<file path="src/hdl/lz77_macros.svh">
// sizes of the lz77 window, lookahead and match lengths
// include wherever a size or a field width is needed
`ifndef LZ77_MACROS_SVH
`define LZ77_MACROS_SVH

// ---------------------------------------------------------------------------
// search geometry
// ---------------------------------------------------------------------------

// history bytes kept per block
`define LZ_WIN_SIZE 16

// longest match, also the lookahead depth
`define LZ_LEN_MAX 8

// shorter results go out as literals
`define LZ_LEN_MIN 3

// ---------------------------------------------------------------------------
// field widths and buffering
// ---------------------------------------------------------------------------

// distance 1..16
`define LZ_DST_WD 5

// length 0..8
`define LZ_LEN_WD 4

`define LZ_IN_DEPTH 8
`define LZ_TOK_DEPTH 4

`endif

</file>
<file path="src/hdl/lz77_pkg.sv">
// shared types of the lz77 compressor
// data bytes, fifo entries, output tokens and the wishbone bus
`include "lz77_macros.svh"

package lz77_pkg;

  // one data byte
  typedef logic [7:0] lz_byte_t;

  // input fifo entry
  typedef struct packed {
    lz_byte_t dat;
    // last byte of the block
    logic     last;
  } lz_in_t;

  // output token, literal or (length, distance) pair
  typedef struct packed {
    logic                  lit;
    lz_byte_t              lit_dat;
    // zero for a literal
    logic [`LZ_LEN_WD-1:0] len;
    logic [`LZ_DST_WD-1:0] dst;
    logic                  last;
  } lz_token_t;

  // wishbone classic request, master to slave
  typedef struct packed {
    logic     cyc;
    logic     stb;
    logic     we;
    // 0 ordinary byte, 1 last byte of block
    logic     adr;
    lz_byte_t dat;
  } lz_wb_req_t;

  // wishbone classic response
  typedef struct packed {
    logic ack;
  } lz_wb_rsp_t;

endpackage

</file>
<file path="src/hdl/lz77_fifo.sv">
// synchronous show-ahead fifo with a type parameter for its payload
// serves as the input byte buffer and as the token buffer
`include "lz77_macros.svh"

module lz77_fifo
  import lz77_pkg::*;
#(
  parameter type payload_t = lz_byte_t,
  parameter int  DEPTH     = `LZ_IN_DEPTH
) (
  input  logic     clk,
  input  logic     rstn,
  input  logic     push_i,
  input  payload_t push_dat_i,
  output logic     full_o,
  input  logic     pop_i,
  output payload_t pop_dat_o,
  output logic     empty_o
);

  localparam int AW = (DEPTH > 1) ? $clog2(DEPTH) : 1;
  localparam int CW = $clog2(DEPTH + 1);

  payload_t        mem_r [DEPTH];
  logic [AW-1:0]   wr_ptr_r;
  logic [AW-1:0]   rd_ptr_r;
  logic [CW-1:0]   cnt_r;
  logic            wr_en_w;
  logic            rd_en_w;

  assign full_o  = (cnt_r == CW'(DEPTH));
  assign empty_o = (cnt_r == '0);

  // requests against a full or empty fifo are dropped
  assign wr_en_w = push_i && !full_o;
  assign rd_en_w = pop_i && !empty_o;

  always_ff @(posedge clk) begin
    if (wr_en_w) begin
      mem_r[wr_ptr_r] <= push_dat_i;
    end
  end

  assign pop_dat_o = mem_r[rd_ptr_r];

  // pointers wrap at DEPTH, which need not be a power of two
  always_ff @(posedge clk or negedge rstn) begin
    if (!rstn) begin
      wr_ptr_r <= '0;
      rd_ptr_r <= '0;
      cnt_r    <= '0;
    end else begin
      if (wr_en_w) begin
        wr_ptr_r <= (wr_ptr_r == AW'(DEPTH - 1)) ? '0 : wr_ptr_r + 1'b1;
      end
      if (rd_en_w) begin
        rd_ptr_r <= (rd_ptr_r == AW'(DEPTH - 1)) ? '0 : rd_ptr_r + 1'b1;
      end
      cnt_r <= cnt_r + CW'(wr_en_w) - CW'(rd_en_w);
    end
  end

endmodule

</file>
<file path="src/hdl/lz77_matcher.sv">
// lz77 match search over the window and a lookahead of up to LZ_LEN_MAX bytes
// pops input bytes, pushes one token per match and feeds the window
`include "lz77_macros.svh"

module lz77_matcher
  import lz77_pkg::*;
(
  input  logic                        clk,
  input  logic                        rstn,
  // input fifo read side
  input  lz_in_t                      in_dat_i,
  input  logic                        in_empty_i,
  output logic                        in_pop_o,
  // token fifo write side
  output lz_token_t                   tok_o,
  output logic                        tok_push_o,
  input  logic                        tok_full_i,
  // window
  input  lz_byte_t [`LZ_WIN_SIZE-1:0] win_i,
  input  logic     [`LZ_DST_WD-1:0]   win_len_i,
  output logic                        win_shift_o,
  output lz_byte_t                    win_dat_o,
  output logic                        win_clear_o
);

  typedef enum logic [1:0] {FILL, SEARCH, EMIT, CONSUME} state_t;

  state_t                        state_r;
  lz_byte_t [`LZ_LEN_MAX-1:0]    la_r;
  logic     [`LZ_LEN_WD-1:0]     la_cnt_r;
  logic                          la_last_r;
  logic     [`LZ_WIN_SIZE-1:0]   mat_r;
  logic     [`LZ_WIN_SIZE-1:0]   mat_w;
  logic     [`LZ_LEN_WD-1:0]     step_r;
  logic     [`LZ_LEN_WD-1:0]     best_len_r;
  logic     [`LZ_DST_WD-1:0]     best_dst_r;
  logic     [`LZ_DST_WD-1:0]     near_w;
  logic     [`LZ_LEN_WD-1:0]     cns_cnt_r;
  logic     [`LZ_LEN_WD-1:0]     use_len_w;
  logic                          la_full_w;
  logic                          search_done_w;
  logic                          lit_w;
  logic                          blk_end_w;

  // ---------------------------------------------------------------------------
  // match flags
  // ---------------------------------------------------------------------------

  // flag i is distance i+1; step_r is the lookahead byte compared now.
  // a distance below the compared length would reach into the lookahead
  always_comb begin
    mat_w = '0;
    for (int i = 0; i < `LZ_WIN_SIZE; i++) begin
      if (i >= int'(step_r) && i < int'(win_len_i)) begin
        mat_w[i] = mat_r[i] && (win_i[i - int'(step_r)] == la_r[step_r]);
      end
    end
  end

  // nearest surviving distance
  always_comb begin
    near_w = '0;
    for (int i = `LZ_WIN_SIZE - 1; i >= 0; i--) begin
      if (mat_w[i]) begin
        near_w = `LZ_DST_WD'(i + 1);
      end
    end
  end

  // stop when no candidate is left or the lookahead is used up
  assign search_done_w = !(|mat_w) || (step_r + 1'b1 == la_cnt_r);

  // ---------------------------------------------------------------------------
  // token forming
  // ---------------------------------------------------------------------------

  assign lit_w     = (best_len_r < `LZ_LEN_WD'(`LZ_LEN_MIN));
  assign use_len_w = lit_w ? `LZ_LEN_WD'(1) : best_len_r;

  always_comb begin
    tok_o     = '0;
    tok_o.lit = lit_w;
    if (lit_w) begin
      tok_o.lit_dat = la_r[0];
    end else begin
      tok_o.len = best_len_r;
      tok_o.dst = best_dst_r;
    end
    // token that uses the final byte of the block
    tok_o.last = la_last_r && (use_len_w == la_cnt_r);
  end

  assign tok_push_o = (state_r == EMIT) && !tok_full_i;

  // ---------------------------------------------------------------------------
  // lookahead and window handshakes
  // ---------------------------------------------------------------------------

  assign la_full_w = (la_cnt_r == `LZ_LEN_WD'(`LZ_LEN_MAX));

  // bytes of the next block wait until this one is done
  assign in_pop_o = (state_r == FILL) && !la_full_w && !la_last_r && !in_empty_i;

  assign blk_end_w   = (state_r == CONSUME) && la_last_r && (la_cnt_r == 1'b1);
  assign win_clear_o = blk_end_w;
  assign win_shift_o = (state_r == CONSUME) && !blk_end_w;
  assign win_dat_o   = la_r[0];

  // load at the tail, compact from the head
  always_ff @(posedge clk) begin
    if (in_pop_o) begin
      la_r[la_cnt_r] <= in_dat_i.dat;
    end else if (state_r == CONSUME) begin
      for (int i = 0; i < `LZ_LEN_MAX - 1; i++) begin
        la_r[i] <= la_r[i+1];
      end
    end
  end

  // ---------------------------------------------------------------------------
  // fsm
  // ---------------------------------------------------------------------------

  always_ff @(posedge clk or negedge rstn) begin
    if (!rstn) begin
      state_r    <= FILL;
      la_cnt_r   <= '0;
      la_last_r  <= 1'b0;
      mat_r      <= '0;
      step_r     <= '0;
      best_len_r <= '0;
      best_dst_r <= '0;
      cns_cnt_r  <= '0;
    end else begin
      case (state_r)
        FILL: begin
          if (la_full_w || la_last_r) begin
            state_r    <= SEARCH;
            mat_r      <= '1;
            step_r     <= '0;
            best_len_r <= `LZ_LEN_WD'(1);
            best_dst_r <= '0;
          end else if (in_pop_o) begin
            la_cnt_r  <= la_cnt_r + 1'b1;
            la_last_r <= in_dat_i.last;
          end
        end
        SEARCH: begin
          mat_r  <= mat_w;
          step_r <= step_r + 1'b1;
          if (|mat_w) begin
            best_len_r <= step_r + 1'b1;
            best_dst_r <= near_w;
          end
          if (search_done_w) begin
            state_r <= EMIT;
          end
        end
        // decision cycle, held while the token fifo is full
        EMIT: begin
          if (tok_push_o) begin
            cns_cnt_r <= use_len_w;
            state_r   <= CONSUME;
          end
        end
        CONSUME: begin
          la_cnt_r  <= la_cnt_r - 1'b1;
          cns_cnt_r <= cns_cnt_r - 1'b1;
          if (blk_end_w) begin
            la_last_r <= 1'b0;
          end
          if (cns_cnt_r == 1'b1) begin
            state_r <= FILL;
          end
        end
        default: state_r <= FILL;
      endcase
    end
  end

endmodule

</file>
<file path="src/hdl/lz77_top.sv">
// lz77 compressor top, wishbone bytes in and a valid/ready token stream out
// ingress, input fifo, matcher with window, token fifo
`include "lz77_macros.svh"

module lz77_top
  import lz77_pkg::*;
(
  input  logic       clk,
  input  logic       rstn,
  // wishbone slave
  input  lz_wb_req_t wb_req_i,
  output lz_wb_rsp_t wb_rsp_o,
  // token stream
  output lz_token_t  tok_o,
  output logic       tok_valid_o,
  input  logic       tok_ready_i
);

  lz_in_t                      in_push_dat;
  logic                        in_push;
  logic                        in_full;
  lz_in_t                      in_pop_dat;
  logic                        in_pop;
  logic                        in_empty;
  lz_token_t                   tok_push_dat;
  logic                        tok_push;
  logic                        tok_full;
  logic                        tok_empty;
  lz_byte_t [`LZ_WIN_SIZE-1:0] win;
  logic     [`LZ_DST_WD-1:0]   win_len;
  logic                        win_shift;
  lz_byte_t                    win_dat;
  logic                        win_clear;

  // ---------------------------------------------------------------------------
  // input side
  // ---------------------------------------------------------------------------

  lz77_wb_ingress u_ingress (
    .clk        (clk),
    .rstn       (rstn),
    .wb_req_i   (wb_req_i),
    .wb_rsp_o   (wb_rsp_o),
    .push_o     (in_push),
    .push_dat_o (in_push_dat),
    .full_i     (in_full)
  );

  lz77_fifo #(
    .payload_t (lz_in_t),
    .DEPTH     (`LZ_IN_DEPTH)
  ) u_in_fifo (
    .clk        (clk),
    .rstn       (rstn),
    .push_i     (in_push),
    .push_dat_i (in_push_dat),
    .full_o     (in_full),
    .pop_i      (in_pop),
    .pop_dat_o  (in_pop_dat),
    .empty_o    (in_empty)
  );

  // ---------------------------------------------------------------------------
  // search
  // ---------------------------------------------------------------------------

  lz77_window u_window (
    .clk         (clk),
    .rstn        (rstn),
    .shift_i     (win_shift),
    .shift_dat_i (win_dat),
    .clear_i     (win_clear),
    .win_o       (win),
    .win_len_o   (win_len)
  );

  lz77_matcher u_matcher (
    .clk         (clk),
    .rstn        (rstn),
    .in_dat_i    (in_pop_dat),
    .in_empty_i  (in_empty),
    .in_pop_o    (in_pop),
    .tok_o       (tok_push_dat),
    .tok_push_o  (tok_push),
    .tok_full_i  (tok_full),
    .win_i       (win),
    .win_len_i   (win_len),
    .win_shift_o (win_shift),
    .win_dat_o   (win_dat),
    .win_clear_o (win_clear)
  );

  // ---------------------------------------------------------------------------
  // output side
  // ---------------------------------------------------------------------------

  // fifo head is the stream; a transfer pops it
  lz77_fifo #(
    .payload_t (lz_token_t),
    .DEPTH     (`LZ_TOK_DEPTH)
  ) u_tok_fifo (
    .clk        (clk),
    .rstn       (rstn),
    .push_i     (tok_push),
    .push_dat_i (tok_push_dat),
    .full_o     (tok_full),
    .pop_i      (tok_valid_o && tok_ready_i),
    .pop_dat_o  (tok_o),
    .empty_o    (tok_empty)
  );

  assign tok_valid_o = !tok_empty;

endmodule

</file>
<file path="src/hdl/lz77_wb_ingress.sv">
// wishbone classic write slave in front of the input fifo
// address 0 takes an ordinary byte, address 1 the last byte of a block
`include "lz77_macros.svh"

module lz77_wb_ingress
  import lz77_pkg::*;
(
  input  logic       clk,
  input  logic       rstn,
  // wishbone slave
  input  lz_wb_req_t wb_req_i,
  output lz_wb_rsp_t wb_rsp_o,
  // input fifo write side
  output logic       push_o,
  output lz_in_t     push_dat_o,
  input  logic       full_i
);

  logic ack_r;
  logic wr_req_w;
  logic accept_w;

  // ---------------------------------------------------------------------------
  // request decode
  // ---------------------------------------------------------------------------

  assign wr_req_w = wb_req_i.cyc && wb_req_i.stb && wb_req_i.we;

  // one acceptance per write; the cycle with ack high is the
  // master's last cycle of that write, so it is not taken again
  assign accept_w = wr_req_w && !ack_r && !full_i;

  // ---------------------------------------------------------------------------
  // ack and fifo push
  // ---------------------------------------------------------------------------

  // single cycle ack, one cycle after the request
  always_ff @(posedge clk or negedge rstn) begin
    if (!rstn) begin
      ack_r <= 1'b0;
    end else begin
      ack_r <= accept_w;
    end
  end

  assign wb_rsp_o.ack = ack_r;

  // entry lands in the fifo on the edge that raises ack
  assign push_o = accept_w;

  always_comb begin
    push_dat_o      = '0;
    push_dat_o.dat  = wb_req_i.dat;
    // address bit marks the end of the block
    push_dat_o.last = wb_req_i.adr;
  end

  // while the fifo is full the write simply waits,
  // which is the back-pressure path toward the master

endmodule

</file>
<file path="src/hdl/lz77_window.sv">
// sliding history window of the current block
// index 0 holds distance 1; clear empties it between blocks
`include "lz77_macros.svh"

module lz77_window
  import lz77_pkg::*;
(
  input  logic                          clk,
  input  logic                          rstn,
  // newest byte in
  input  logic                          shift_i,
  input  lz_byte_t                      shift_dat_i,
  input  logic                          clear_i,
  // history out
  output lz_byte_t [`LZ_WIN_SIZE-1:0]   win_o,
  output logic     [`LZ_DST_WD-1:0]     win_len_o
);

  lz_byte_t [`LZ_WIN_SIZE-1:0] win_r;
  logic     [`LZ_DST_WD-1:0]   len_r;
  logic                        len_sat_w;

  // ---------------------------------------------------------------------------
  // history bytes
  // ---------------------------------------------------------------------------

  // newest byte enters at distance 1, older bytes move one place out
  always_ff @(posedge clk) begin
    if (shift_i && !clear_i) begin
      win_r[0] <= shift_dat_i;
      for (int i = 1; i < `LZ_WIN_SIZE; i++) begin
        win_r[i] <= win_r[i-1];
      end
    end
  end

  // ---------------------------------------------------------------------------
  // fill count
  // ---------------------------------------------------------------------------

  assign len_sat_w = (len_r == `LZ_DST_WD'(`LZ_WIN_SIZE));

  // clear wins over a shift in the same cycle
  always_ff @(posedge clk or negedge rstn) begin
    if (!rstn) begin
      len_r <= '0;
    end else if (clear_i) begin
      len_r <= '0;
    end else if (shift_i && !len_sat_w) begin
      len_r <= len_r + 1'b1;
    end
  end

  assign win_o     = win_r;
  assign win_len_o = len_r;

endmodule

</file>
<file path="config.mk">
export PLATFORM = sky130hd
export DESIGN_NAME = lz77_top
export DESIGN_NICKNAME = d
export VERILOG_FILES = /design/src/hdl/lz77_pkg.sv /design/src/hdl/lz77_fifo.sv /design/src/hdl/lz77_matcher.sv /design/src/hdl/lz77_top.sv /design/src/hdl/lz77_wb_ingress.sv /design/src/hdl/lz77_window.sv
export VERILOG_INCLUDE_DIRS = /design/src /design/src/hdl
export SDC_FILE = /design/constraint.sdc
export NUM_CORES = 1
export LEC_CHECK = 0
export BUFFER_PORTS_ARGS = -buffer_cell sky130_fd_sc_hd__buf_2
export CAP_MARGIN = 20
export CORE_MARGIN = 2
export CORE_UTILIZATION = 29
export CTS_BUF_LIST = sky130_fd_sc_hd__clkbuf_4
export DETAILED_ROUTE_END_ITERATION = 8
export MAX_ROUTING_LAYER = met4
export PLACE_DENSITY = 0.49
export RECOVER_POWER = 100
export SYNTH_ARGS = -nofsm -noshare
export SYNTH_HDL_FRONTEND = slang
export SYNTH_SLANG_ARGS = --single-unit
</file>
<file path="constraint.sdc">
create_clock -name clk -period 5.6 [get_ports clk]
set_clock_uncertainty 0.15 [all_clocks]
set_input_delay 0.84 -clock clk [delete_from_list [all_inputs] [get_ports clk]]
set_output_delay 0.84 -clock clk [all_outputs]
set_load 0.02 [all_outputs]
</file>
After elaboration in Yosys (flattened, before gate mapping)
Memories as Yosys holds them, arrays and structs flattened. Cells that the tools add are included.

Memories kept: 2. RAM bits: 148. Register bits: 255.

Memories: u_tok_fifo.mem_r (depth 4, bits a word 19, read ports 1, clocked after Yosys merged registers in 0, wr ports 1, line lz77_fifo.sv:24) `payload_t mem_r [DEPTH];`; u_in_fifo.mem_r (depth 8, bits a word 9, read ports 1, clocked after Yosys merged registers in 0, wr ports 1, line lz77_fifo.sv:24).

Add/subtract/negate cells: 29. $lt $le $gt $ge: 51. Reductions and logical operators: 78. Multiplexer cells: 124. Eq/ne operators: 39.

Operators by type and width (number): binary-select mux 8 bit (select 4 bit) (16); < comparator 32 x 6 -> 1 bit, second input constant (16); 2-to-1 mux 8 bit (35); equality test 8 bit (16); 2-to-1 mux 56 bit (2); 2-to-1 mux 5 bit (20); bitwise mux 64 bit (1); logical AND 1 bit (51); < comparator 4 x 5 -> 1 bit, first input constant (8); subtractor 4 x 4 -> 5 bit, first input constant (8); one-hot mux 16 bit (2 select lines) (1); one-hot mux 4 bit (2 select lines) (4); >= comparator 4 bit, first input constant (7); 2-to-1 mux 4 bit (7); binary-select mux 8 bit (select 3 bit) (1); demux 8 bit (select 3 bit) (1); 2-to-1 mux 1 bit (23); < comparator 3 x 5 -> 1 bit, first input constant (4); subtractor 3 x 4 -> 5 bit, first input constant (4); >= comparator 3 x 4 -> 1 bit, first input constant (4); 2-to-1 mux 16 bit (1); OR reduction 16 bit (1); 2-to-1 mux 2 bit (6); logical NOT 1 bit (10); 40 further kinds (74).

Longest topological paths before layout
Gate-level depths: netlist (run 1).

Word-level depth: 25. Depth in mapped cells: 22. Gate-level depth less buffers: 16.

Hierarchy
Synthesis (run 1) repeated with hierarchy kept, for this count alone.

Cell total of the unflattened synthesis: 1880. Area total of the unflattened synthesis: 26734.4 um^2.

Modules (own cells, without submodules): lz77_matcher (cells an instance 1408, times used 1, area an instance 15861.5 um^2); lz77_window (cells an instance 156, times used 1, area an instance 4126.5 um^2); lz77_fifo at u_in_fifo (cells an instance 164, times used 1, area an instance 3403.3 um^2); lz77_fifo at u_tok_fifo (cells an instance 138, times used 1, area an instance 3228.1 um^2); lz77_wb_ingress (cells an instance 12, times used 1, area an instance 105.1 um^2); lz77_top (cells an instance 2, times used 1, area an instance 10.0 um^2).

Worst setup path after synthesis (run 1)
OpenSTA, ideal clock, no wires.

Kind: register to register. Start: register u_matcher.step_r[1]. End: register u_matcher.state_r[1]. Cell stages (with the launch flop): 21. Clock period less this slack: 5.659 ns. Arrival time: 5.384 ns. Path slack: -0.059 ns. Library setup time: 0.125 ns. Path through: dfrtp_1 > buf_4 > buf_2 > buf_4 > buf_4 > buf_2 > inv_1 > ha_1 > buf_6 > buf_12 > clkbuf_1 > mux4_2 > mux4_1 > xnor2_1 > nor3_1 > and3_4 > or3_1 > or3_4 > nand4b_4 > a31o_1 > mux2_4.

Word-level cells in the longest chain between the ends: 12. Elaborated cells on any way between the ends: 151.

Ends and longest elaborated chain: start, declared (line lz77_matcher.sv:34) `` logic [`LZ_LEN_WD-1:0] step_r; ``; start signal, assigned (line lz77_matcher.sv:150) `step_r <= step_r + 1'b1;`; subtractor 1 x 4 -> 5 bit, or another cell as far along (line lz77_matcher.sv:55) `mat_w[i] = mat_r[i] && (win_i[i - int'(step_r)] == la_r[step_r]);`; binary-select mux 8 bit (select 4 bit) (line lz77_matcher.sv:55); 2-to-1 mux 8 bit (not written as such) (2 in series) (line lz77_matcher.sv:55); equality test 8 bit (line lz77_matcher.sv:55); logical AND 1 bit (line lz77_matcher.sv:55); 2-to-1 mux 1 bit (line lz77_matcher.sv:54) `if (i >= int'(step_r) && i < int'(win_len_i)) begin`; OR reduction 16 bit (line lz77_matcher.sv:71) `assign search_done_w = !(|mat_w) || (step_r + 1'b1 == la_cnt_r);`; logical NOT 1 bit (line lz77_matcher.sv:71); logical OR 1 bit (*) (line lz77_matcher.sv:71); != test 2 x 1 -> 1 bit (no line) (*); AND reduction 4 bit (no line) (*); end signal, assigned (line lz77_matcher.sv:126) `state_r <= FILL;`; end signal, assigned (line lz77_matcher.sv:138) `state_r <= SEARCH;`; end signal, assigned (line lz77_matcher.sv:156) `state_r <= EMIT;`; end, declared (line lz77_matcher.sv:28) `state_t state_r;`.

Every way passes the cells marked *; elsewhere a longest branch is shown, timed or not. The select of a mux whose other input is x is not followed. A chain may end at the register's enable or synchronous reset.

Worst setup path in the final report (run 1)
Start: register u_matcher.step_r[0]. End: register u_matcher.state_r[1].

The elaborated chain is that of the path after synthesis.

==> results of run 1 <==
## synth_stat cells (13+ instances only)
| cell | number | area, um2 |
|---|---|---|
| inv_1 | 45 | 169 |
| nand3_1 | 55 | 275 |
| buf_4 | 13 | 97.6 |
| mux4_2 | 254 | 5720 |
| nand4_1 | 23 | 144 |
| xor2_1 | 50 | 438 |
| nor2_1 | 37 | 139 |
| xnor2_1 | 110 | 963 |
| mux2i_1 | 113 | 1130 |
| and2_1 | 21 | 131 |
| nor2b_1 | 13 | 81.3 |
| dfrtp_1 | 63 | 1580 |
| a21oi_1 | 35 | 175 |
| buf_2 | 30 | 150 |
| o21ai_0 | 101 | 505 |
| buf_1 | 16 | 60.1 |
| a22o_1 | 13 | 114 |
| ha_1 | 46 | 576 |
| edfxtp_1 | 340 | 10200 |
| a221oi_1 | 13 | 114 |
| mux2_2 | 16 | 180 |
| clkbuf_1 | 57 | 214 |
| nor3_1 | 22 | 110 |
| nand2_1 | 130 | 488 |
| and3_1 | 13 | 81.3 |
## worst max-delay path, stage by stage, from the launching register on
cell and delay [ns]:
dfrtp_4 0.62, inv_2 0.13, clkbuf_2 0.79, mux2_2 0.50, mux2_2 0.43, xnor2_1 0.24
nor4_1 0.68, nand4_1 0.20, or4_1 0.73, nand4b_4 0.18, a31o_1 0.22, mux2_4 0.31
## sequential cells by signal, indices dropped and copies added, names as in the netlist, 5 cells and up
register / cells
u_in_fifo.mem_r: 72
u_matcher.best_dst_r: 5
u_tok_fifo.mem_r: 76
u_matcher.la_r: 56
u_window.win_len_o: 5
u_matcher.mat_r: 16
u_window.win_o: 128
u_matcher.win_dat_o: 8
## per-stage QoR
| step | instances | hold WS (ns) | area [um2] |
|---|---|---|---|
| after floorplan | 1825 | 0.286 | 25600 |
| after global placement | 2962 | 0.320 | 27300 |
| after detailed placement | 2962 | 0.327 | 27300 |
| after CTS | 3179 | 0.0568 | 28900 |
| after global routing | 3182 | 0.110 | 28800 |
| final | 3182 | 0.146 | 28800 |
## routing by layer
| metal | track usage (%) | wire [um] |
|---|---|---|
| met3 | 3.23 | 4970 |
| met1 | 24.9 | 35900 |
| met4 | 4.48 | 1640 |
| met2 | 28.6 | 38800 |
| met5 | - | 0 |
## what timing repair did
| item | in CTS | in global routing |
|---|---|---|
| setup buffers | 0 | 0 |
| hold buffers | 10 | 0 |
| endpoints found under the hold margin | 84 | 0 |
| setup endpoints to repair | 0 | 0 |
## cell families (layout without fill, tap and decap cells)
group           count (synthesis)  count (layout)  synth area share (%)
other cells                     0               2                     0
compound gates                272             272                  7.02
flops                         403             403                  46.1
xor+xnor                      161             161                  5.54
buf+inv                       179             379                  3.41
fa+ha+maj                      48              48                  2.41
mux                           391             391                  28.2
simple gates                  371             371                  7.38
## cell type report
| cell class | instances | area, um2 | area share, % |
|---|---|---|---|
| multi-input combinational | 1243 | 13000 | 45.1 |
| sequential | 403 | 11800 | 41.0 |
| tap | 1155 | 1450 | 5.02 |
| clock buffer | 177 | 1330 | 4.62 |
| timing repair buffer | 122 | 850 | 2.95 |
| clock inverter | 30 | 190 | 0.661 |
| inverter | 50 | 189 | 0.656 |
| antenna | 2 | 5.00 | 0.0174 |
## worst max path at each step
stage	to	start	slack (ns)
finish	u_matcher.state_r[1]$_DFFE_PN0P_	u_matcher.step_r[0]$_DFFE_PN0P_	0.26
global route	u_matcher.best_len_r[0]$_DFFE_PN0P_	u_matcher.step_r[0]$_DFFE_PN0P_	0.02
CTS	u_matcher.best_len_r[0]$_DFFE_PN0P_	u_matcher.step_r[0]$_DFFE_PN0P_	0.33
detailed placement	u_matcher.best_len_r[0]$_DFFE_PN0P_	u_matcher.step_r[0]$_DFFE_PN0P_	0.36
global placement	u_matcher.best_len_r[0]$_DFFE_PN0P_	u_matcher.step_r[0]$_DFFE_PN0P_	0.43
floorplan	u_matcher.state_r[1]$_DFFE_PN0P_	u_matcher.step_r[1]$_DFFE_PN0P_	0.05
==> results.ini, run 1 <==
[detailed_routing]
first_pass_iters=8
vias=17645
ant_nets=0
wl_um=81200
viasPerCell=5.55
drt-initial-drc-count=1659
drt-wirelength-per-cell_um=25.5
drc=0

[timing]
rsz0062_at_grt=false
fmax_mhz=187
setup_tns_ns=0
finalHoldViolCount=0
slew_violations=190
fin_crit_sh_pct=95.3
finalCriticalPeriod_ns=5.34
worst_pin_slew_ns=3.05
setup_viol=0
setup_slack_ns=0.263
slew_headroom_pct=-103

[finish]
nFillCells=8650
fin_nets=1996
layout_common_cells=340 x edfxtp_1, 254 x mux4_2, 177 x clkbuf_4
final_common_cell=edfxtp_1
drive_gt1_share_pct=27.8
fin_util_pct=33.1
syn_to_final_growth_pct=12.5

[yosys]
ys.flop_type=edfxtp_1
synthCells=1825
synth.avg_cell_area_um2=14.0
ys_ff_latch=403
async_reset_ff_share_pct=15.6
synth_seq_area_share_pct=46.1
yosysWarnings=0
syn_area_um2=25600
ys_types=83
mappedNetlistNets=1888
synth-edff-count=340

[global_routing]
first_global_vias=17474
grt_max_degree=74
grt_remaining_overflow=0
grt_usage_pct=18.4
antenna_found_initial=4
grt_pass1_wl_um=120000

[clocking]
cts.repair.resized=0
clk_pin_slew_worst_paths_ns=0.06
cts_tree=yes
cts.path.max_buffers=3
clkLatencyLatePin_ns=0.98
cts_max_level=3
ctsRootBufferMaster=clkbuf_4
cts_buffers=113
clock_sinks=403

[worst_setup_path]
crit_type=flip-flop to flip-flop
crit_path_max_fanout=21
cp-start-kind=flip-flop
rrSetupSlack_ns=0.26
rr_endpoint=u_matcher.state_r[1]$_DFFE_PN0P_
cp-end-kind=flip-flop
critPathArrivalTime_ns=5.97
reg2reg_from=u_matcher.step_r[0]$_DFFE_PN0P_
reg2regPathDepth=11
crit_required_ns=6.24

[floorplanning]
die_y_um=301
core_area_um2=87000
die_area_um2=90600
io_pins=36
dieWidth_um=301
start_util_pct=29.4
rows=108

[min_path]
hold_end=u_ingress.wb_rsp_o$_DFF_PN0_
hold_path_class=input pin to flip-flop
min_path_cells=3
hold_start=wb_req_i[9]

[placed_design]
gp_congestion=0.994
pre_cts_slack_ns=0.360
numPortBuffers=35
dp_hpwl_um=58500

[outcome]
violations=max-capacitance violations, max-slew violations
outcome=finished, violations left

[flow_run]
cap_violations=7

Power of run 1 is left out: the tool's default activity adds up to more than one toggle a clock period on the data nets, which glitch-free logic cannot reach.
==> inputs of run 2 (changes only) <==
- PLACE_DENSITY: 0.49 -> 0.43
==> run 2 against run 1 <==
Effect of this change: the flow still finishes with violations (max-capacitance violations, max-slew violations); fmax down 2.1%; final cell count up 0.16%; non-clock buffer count up 7; largest cell class unchanged; first-iteration DRC count down 11%; routed wire length down 1.2%; final area about the same; die area unchanged; hold slack worse by 0.0035 ns; critical endpoint unchanged; critical path depth up 5; flip-flop and latch count unchanged; register-to-register slack worse by 0.11 ns.
==> results.ini, run 2 (synthesis gave the netlist of run 1 again) <==
[finish]
fin_nets=2002  ; +0.30%
finalNonFillerCells=3187  ; +0.16%
drive_gt1_share_pct=27.6  ; -0.10 points
largest_register_ffs=128  ; unchanged
fin_util_pct=33.1  ; about the same
final_design_area_no_fill_um2=28800  ; about the same
regArea_um2=11800  ; unchanged
syn_to_final_growth_pct=12.5  ; about the same
multiInputGateArea_um2=13000  ; +0.11%
final_common_cell=edfxtp_1
layout_common_cells=340 x edfxtp_1, 254 x mux4_2, 167 x clkbuf_4
nFillCells=8698  ; +0.55%

[detailed_routing]
vias=17685  ; +0.23%
highest_layer=met4
wl_met1_um=35600  ; -0.81%
wl_um=80200  ; -1.2%
wl_met2_um=37900  ; -2.3%
ant_nets=0  ; unchanged
dr_wl_met3_um=4700  ; -5.5%
drt-wirelength-per-cell_um=25.2  ; -1.4%
drt-initial-drc-count=1480  ; -11%
first_pass_iters=5  ; -3
viasPerCell=5.55  ; about the same
drc=0  ; unchanged

[floorplanning]
die_area_um2=90600  ; unchanged
io_pins=36  ; unchanged
rows=108  ; unchanged
core_area_um2=87000  ; unchanged
die_y_um=301  ; unchanged
dieWidth_um=301  ; unchanged
start_util_pct=29.4  ; unchanged

[clocking]
clk_pin_slew_worst_paths_ns=0.07  ; about the same
clock_sinks=403  ; unchanged
cts.path.max_buffers=3  ; unchanged
cts_buffers=112  ; -0.88%
ctsRootBufferMaster=clkbuf_4
cts_max_level=3  ; unchanged
clkLatencyLatePin_ns=0.94  ; -0.04 ns
cts_tree=yes

[timing]
setup_slack_ns=0.149  ; -0.114 ns
fin_crit_sh_pct=97.3  ; +2.0 points
slew_headroom_pct=-57.1  ; +46 points
worst_pin_slew_ns=2.34  ; -0.703 ns
finalCriticalPeriod_ns=5.45  ; +0.114 ns
whs_ns=0.143  ; -0.00353 ns
rsz0062_at_grt=false
setup_viol=0  ; unchanged
slew_violations=73  ; -62%
finalHoldViolCount=0  ; unchanged
setup_tns_ns=0  ; unchanged
fmax_mhz=183  ; -2.1%

[global_routing]
grt_pass1_wl_um=118000  ; -1.6%
grt_max_degree=64  ; -14%
antenna_found_initial=2  ; -2
first_global_vias=17522  ; +0.27%
grt_remaining_overflow=0  ; unchanged
grt_usage_pct=18.2  ; -0.24 points

[pwr]
total_power_mw=20.1
powerDensity_nw_per_um2=699
leakagePower_nw=10.1
ir_worst_vdd_uv=192

[placed_design]
pre_cts_slack_ns=0.272  ; -0.0875 ns
dp_hpwl_um=57900  ; -0.90%
numPortBuffers=35  ; unchanged
placed_area_um2=27400  ; +0.34%
gp_congestion=0.955  ; -3.9%
placed_cells=2967  ; +0.17%

[worst_setup_path]
rrSetupSlack_ns=0.15  ; -0.11 ns
crit_type=flip-flop to flip-flop
crit_required_ns=6.22  ; -0.02 ns
cp_top_family=simple AND/OR/NAND/NOR gates
crit_chain=buf_4 -> ha_1 -> nor2b_1 -> nor3_1 -> nor2_2 -> buf_4 -> buf_4 -> mux4_2 -> o2111ai_1 -> or4_1 -> o31ai_1 -> or3_1 -> or3_4 -> nand4b_4 -> a31o_1 -> mux2_4
crit_buf_inv=3  ; +1
cp_common_cell=buf_4
cp-end-kind=flip-flop
critPathArrivalTime_ns=6.07  ; +0.10 ns
cp-start-kind=flip-flop
cp_slowest_cell=buf_4
crit_path_max_fanout=35  ; +67%
critical-path-max-stage-delay_ns=0.47  ; -0.32 ns

[outcome]
violations=max-capacitance violations, max-slew violations
outcome=finished, violations left

[flow_run]
cap_violations=3  ; -4

[min_path]
hold_path_class=input pin to flip-flop

run 2: final cells by class:
| class | instances | area share [%] |
|---|---|---|
| Timing Repair Buffer | 129 | 3.05 |
| Clock inverter | 38 | 0.830 |
| Clock buffer | 166 | 4.33 |
| Sequential cell | 403 | 41.0 |
| Antenna cell | 3 | 0.0261 |
| Inverter | 50 | 0.656 |
| Multi-Input combinational cell | 1243 | 45.1 |
| Tap cell | 1155 | 5.02 |
run 2: path summary, 6_finish.rpt:
kind,from,cells past startpoint,end
hold / removal,wb_req_i[9],3,u_ingress.wb_rsp_o$_DFF_PN0_
min in group asynchronous,rstn,3,u_in_fifo.wr_ptr_r[1]$_DFFE_PN0P_
max in group asynchronous,rstn,3,u_matcher.step_r[1]$_DFFE_PN0P_
setup / recovery,u_matcher.step_r[1]$_DFFE_PN0P_,16,u_matcher.state_r[1]$_DFFE_PN0P_
hold reg to reg,u_matcher.mat_r[10]$_DFFE_PN0P_,1,u_matcher.mat_r[10]$_DFFE_PN0P_
setup reg to reg,u_matcher.step_r[1]$_DFFE_PN0P_,16,u_matcher.state_r[1]$_DFFE_PN0P_
run 2: tightest hold or removal path, stage by stage:
cell	delay, ns
buf_2	0.10
nand4b_1	0.07
a21oi_1	0.12
run 2: what timing repair did:
item	4_1_cts	5_1_grt
endpoints found under the setup margin	0	7
hold buffers	10	0
resized for setup	0	1
hold endpoints to repair	135	0
setup buffers	0	0
run 2: metal layers:
layer	vias to the layer above	global-route usage, %
met5	-	-
met4	0	5.44
met3	105	3.27
li1	7612	-
met1	9335	24.5
met2	633	27.9
run 2: where the power goes:
| group | switching [mW] | total [mW] | internal [mW] |
|---|---|---|---|
| combinational | 6.74 | 11.9 | 5.12 |
| sequential | 1.01 | 5.49 | 4.47 |
| clock | 1.34 | 2.77 | 1.43 |
(Power assumes the default switching activity.)
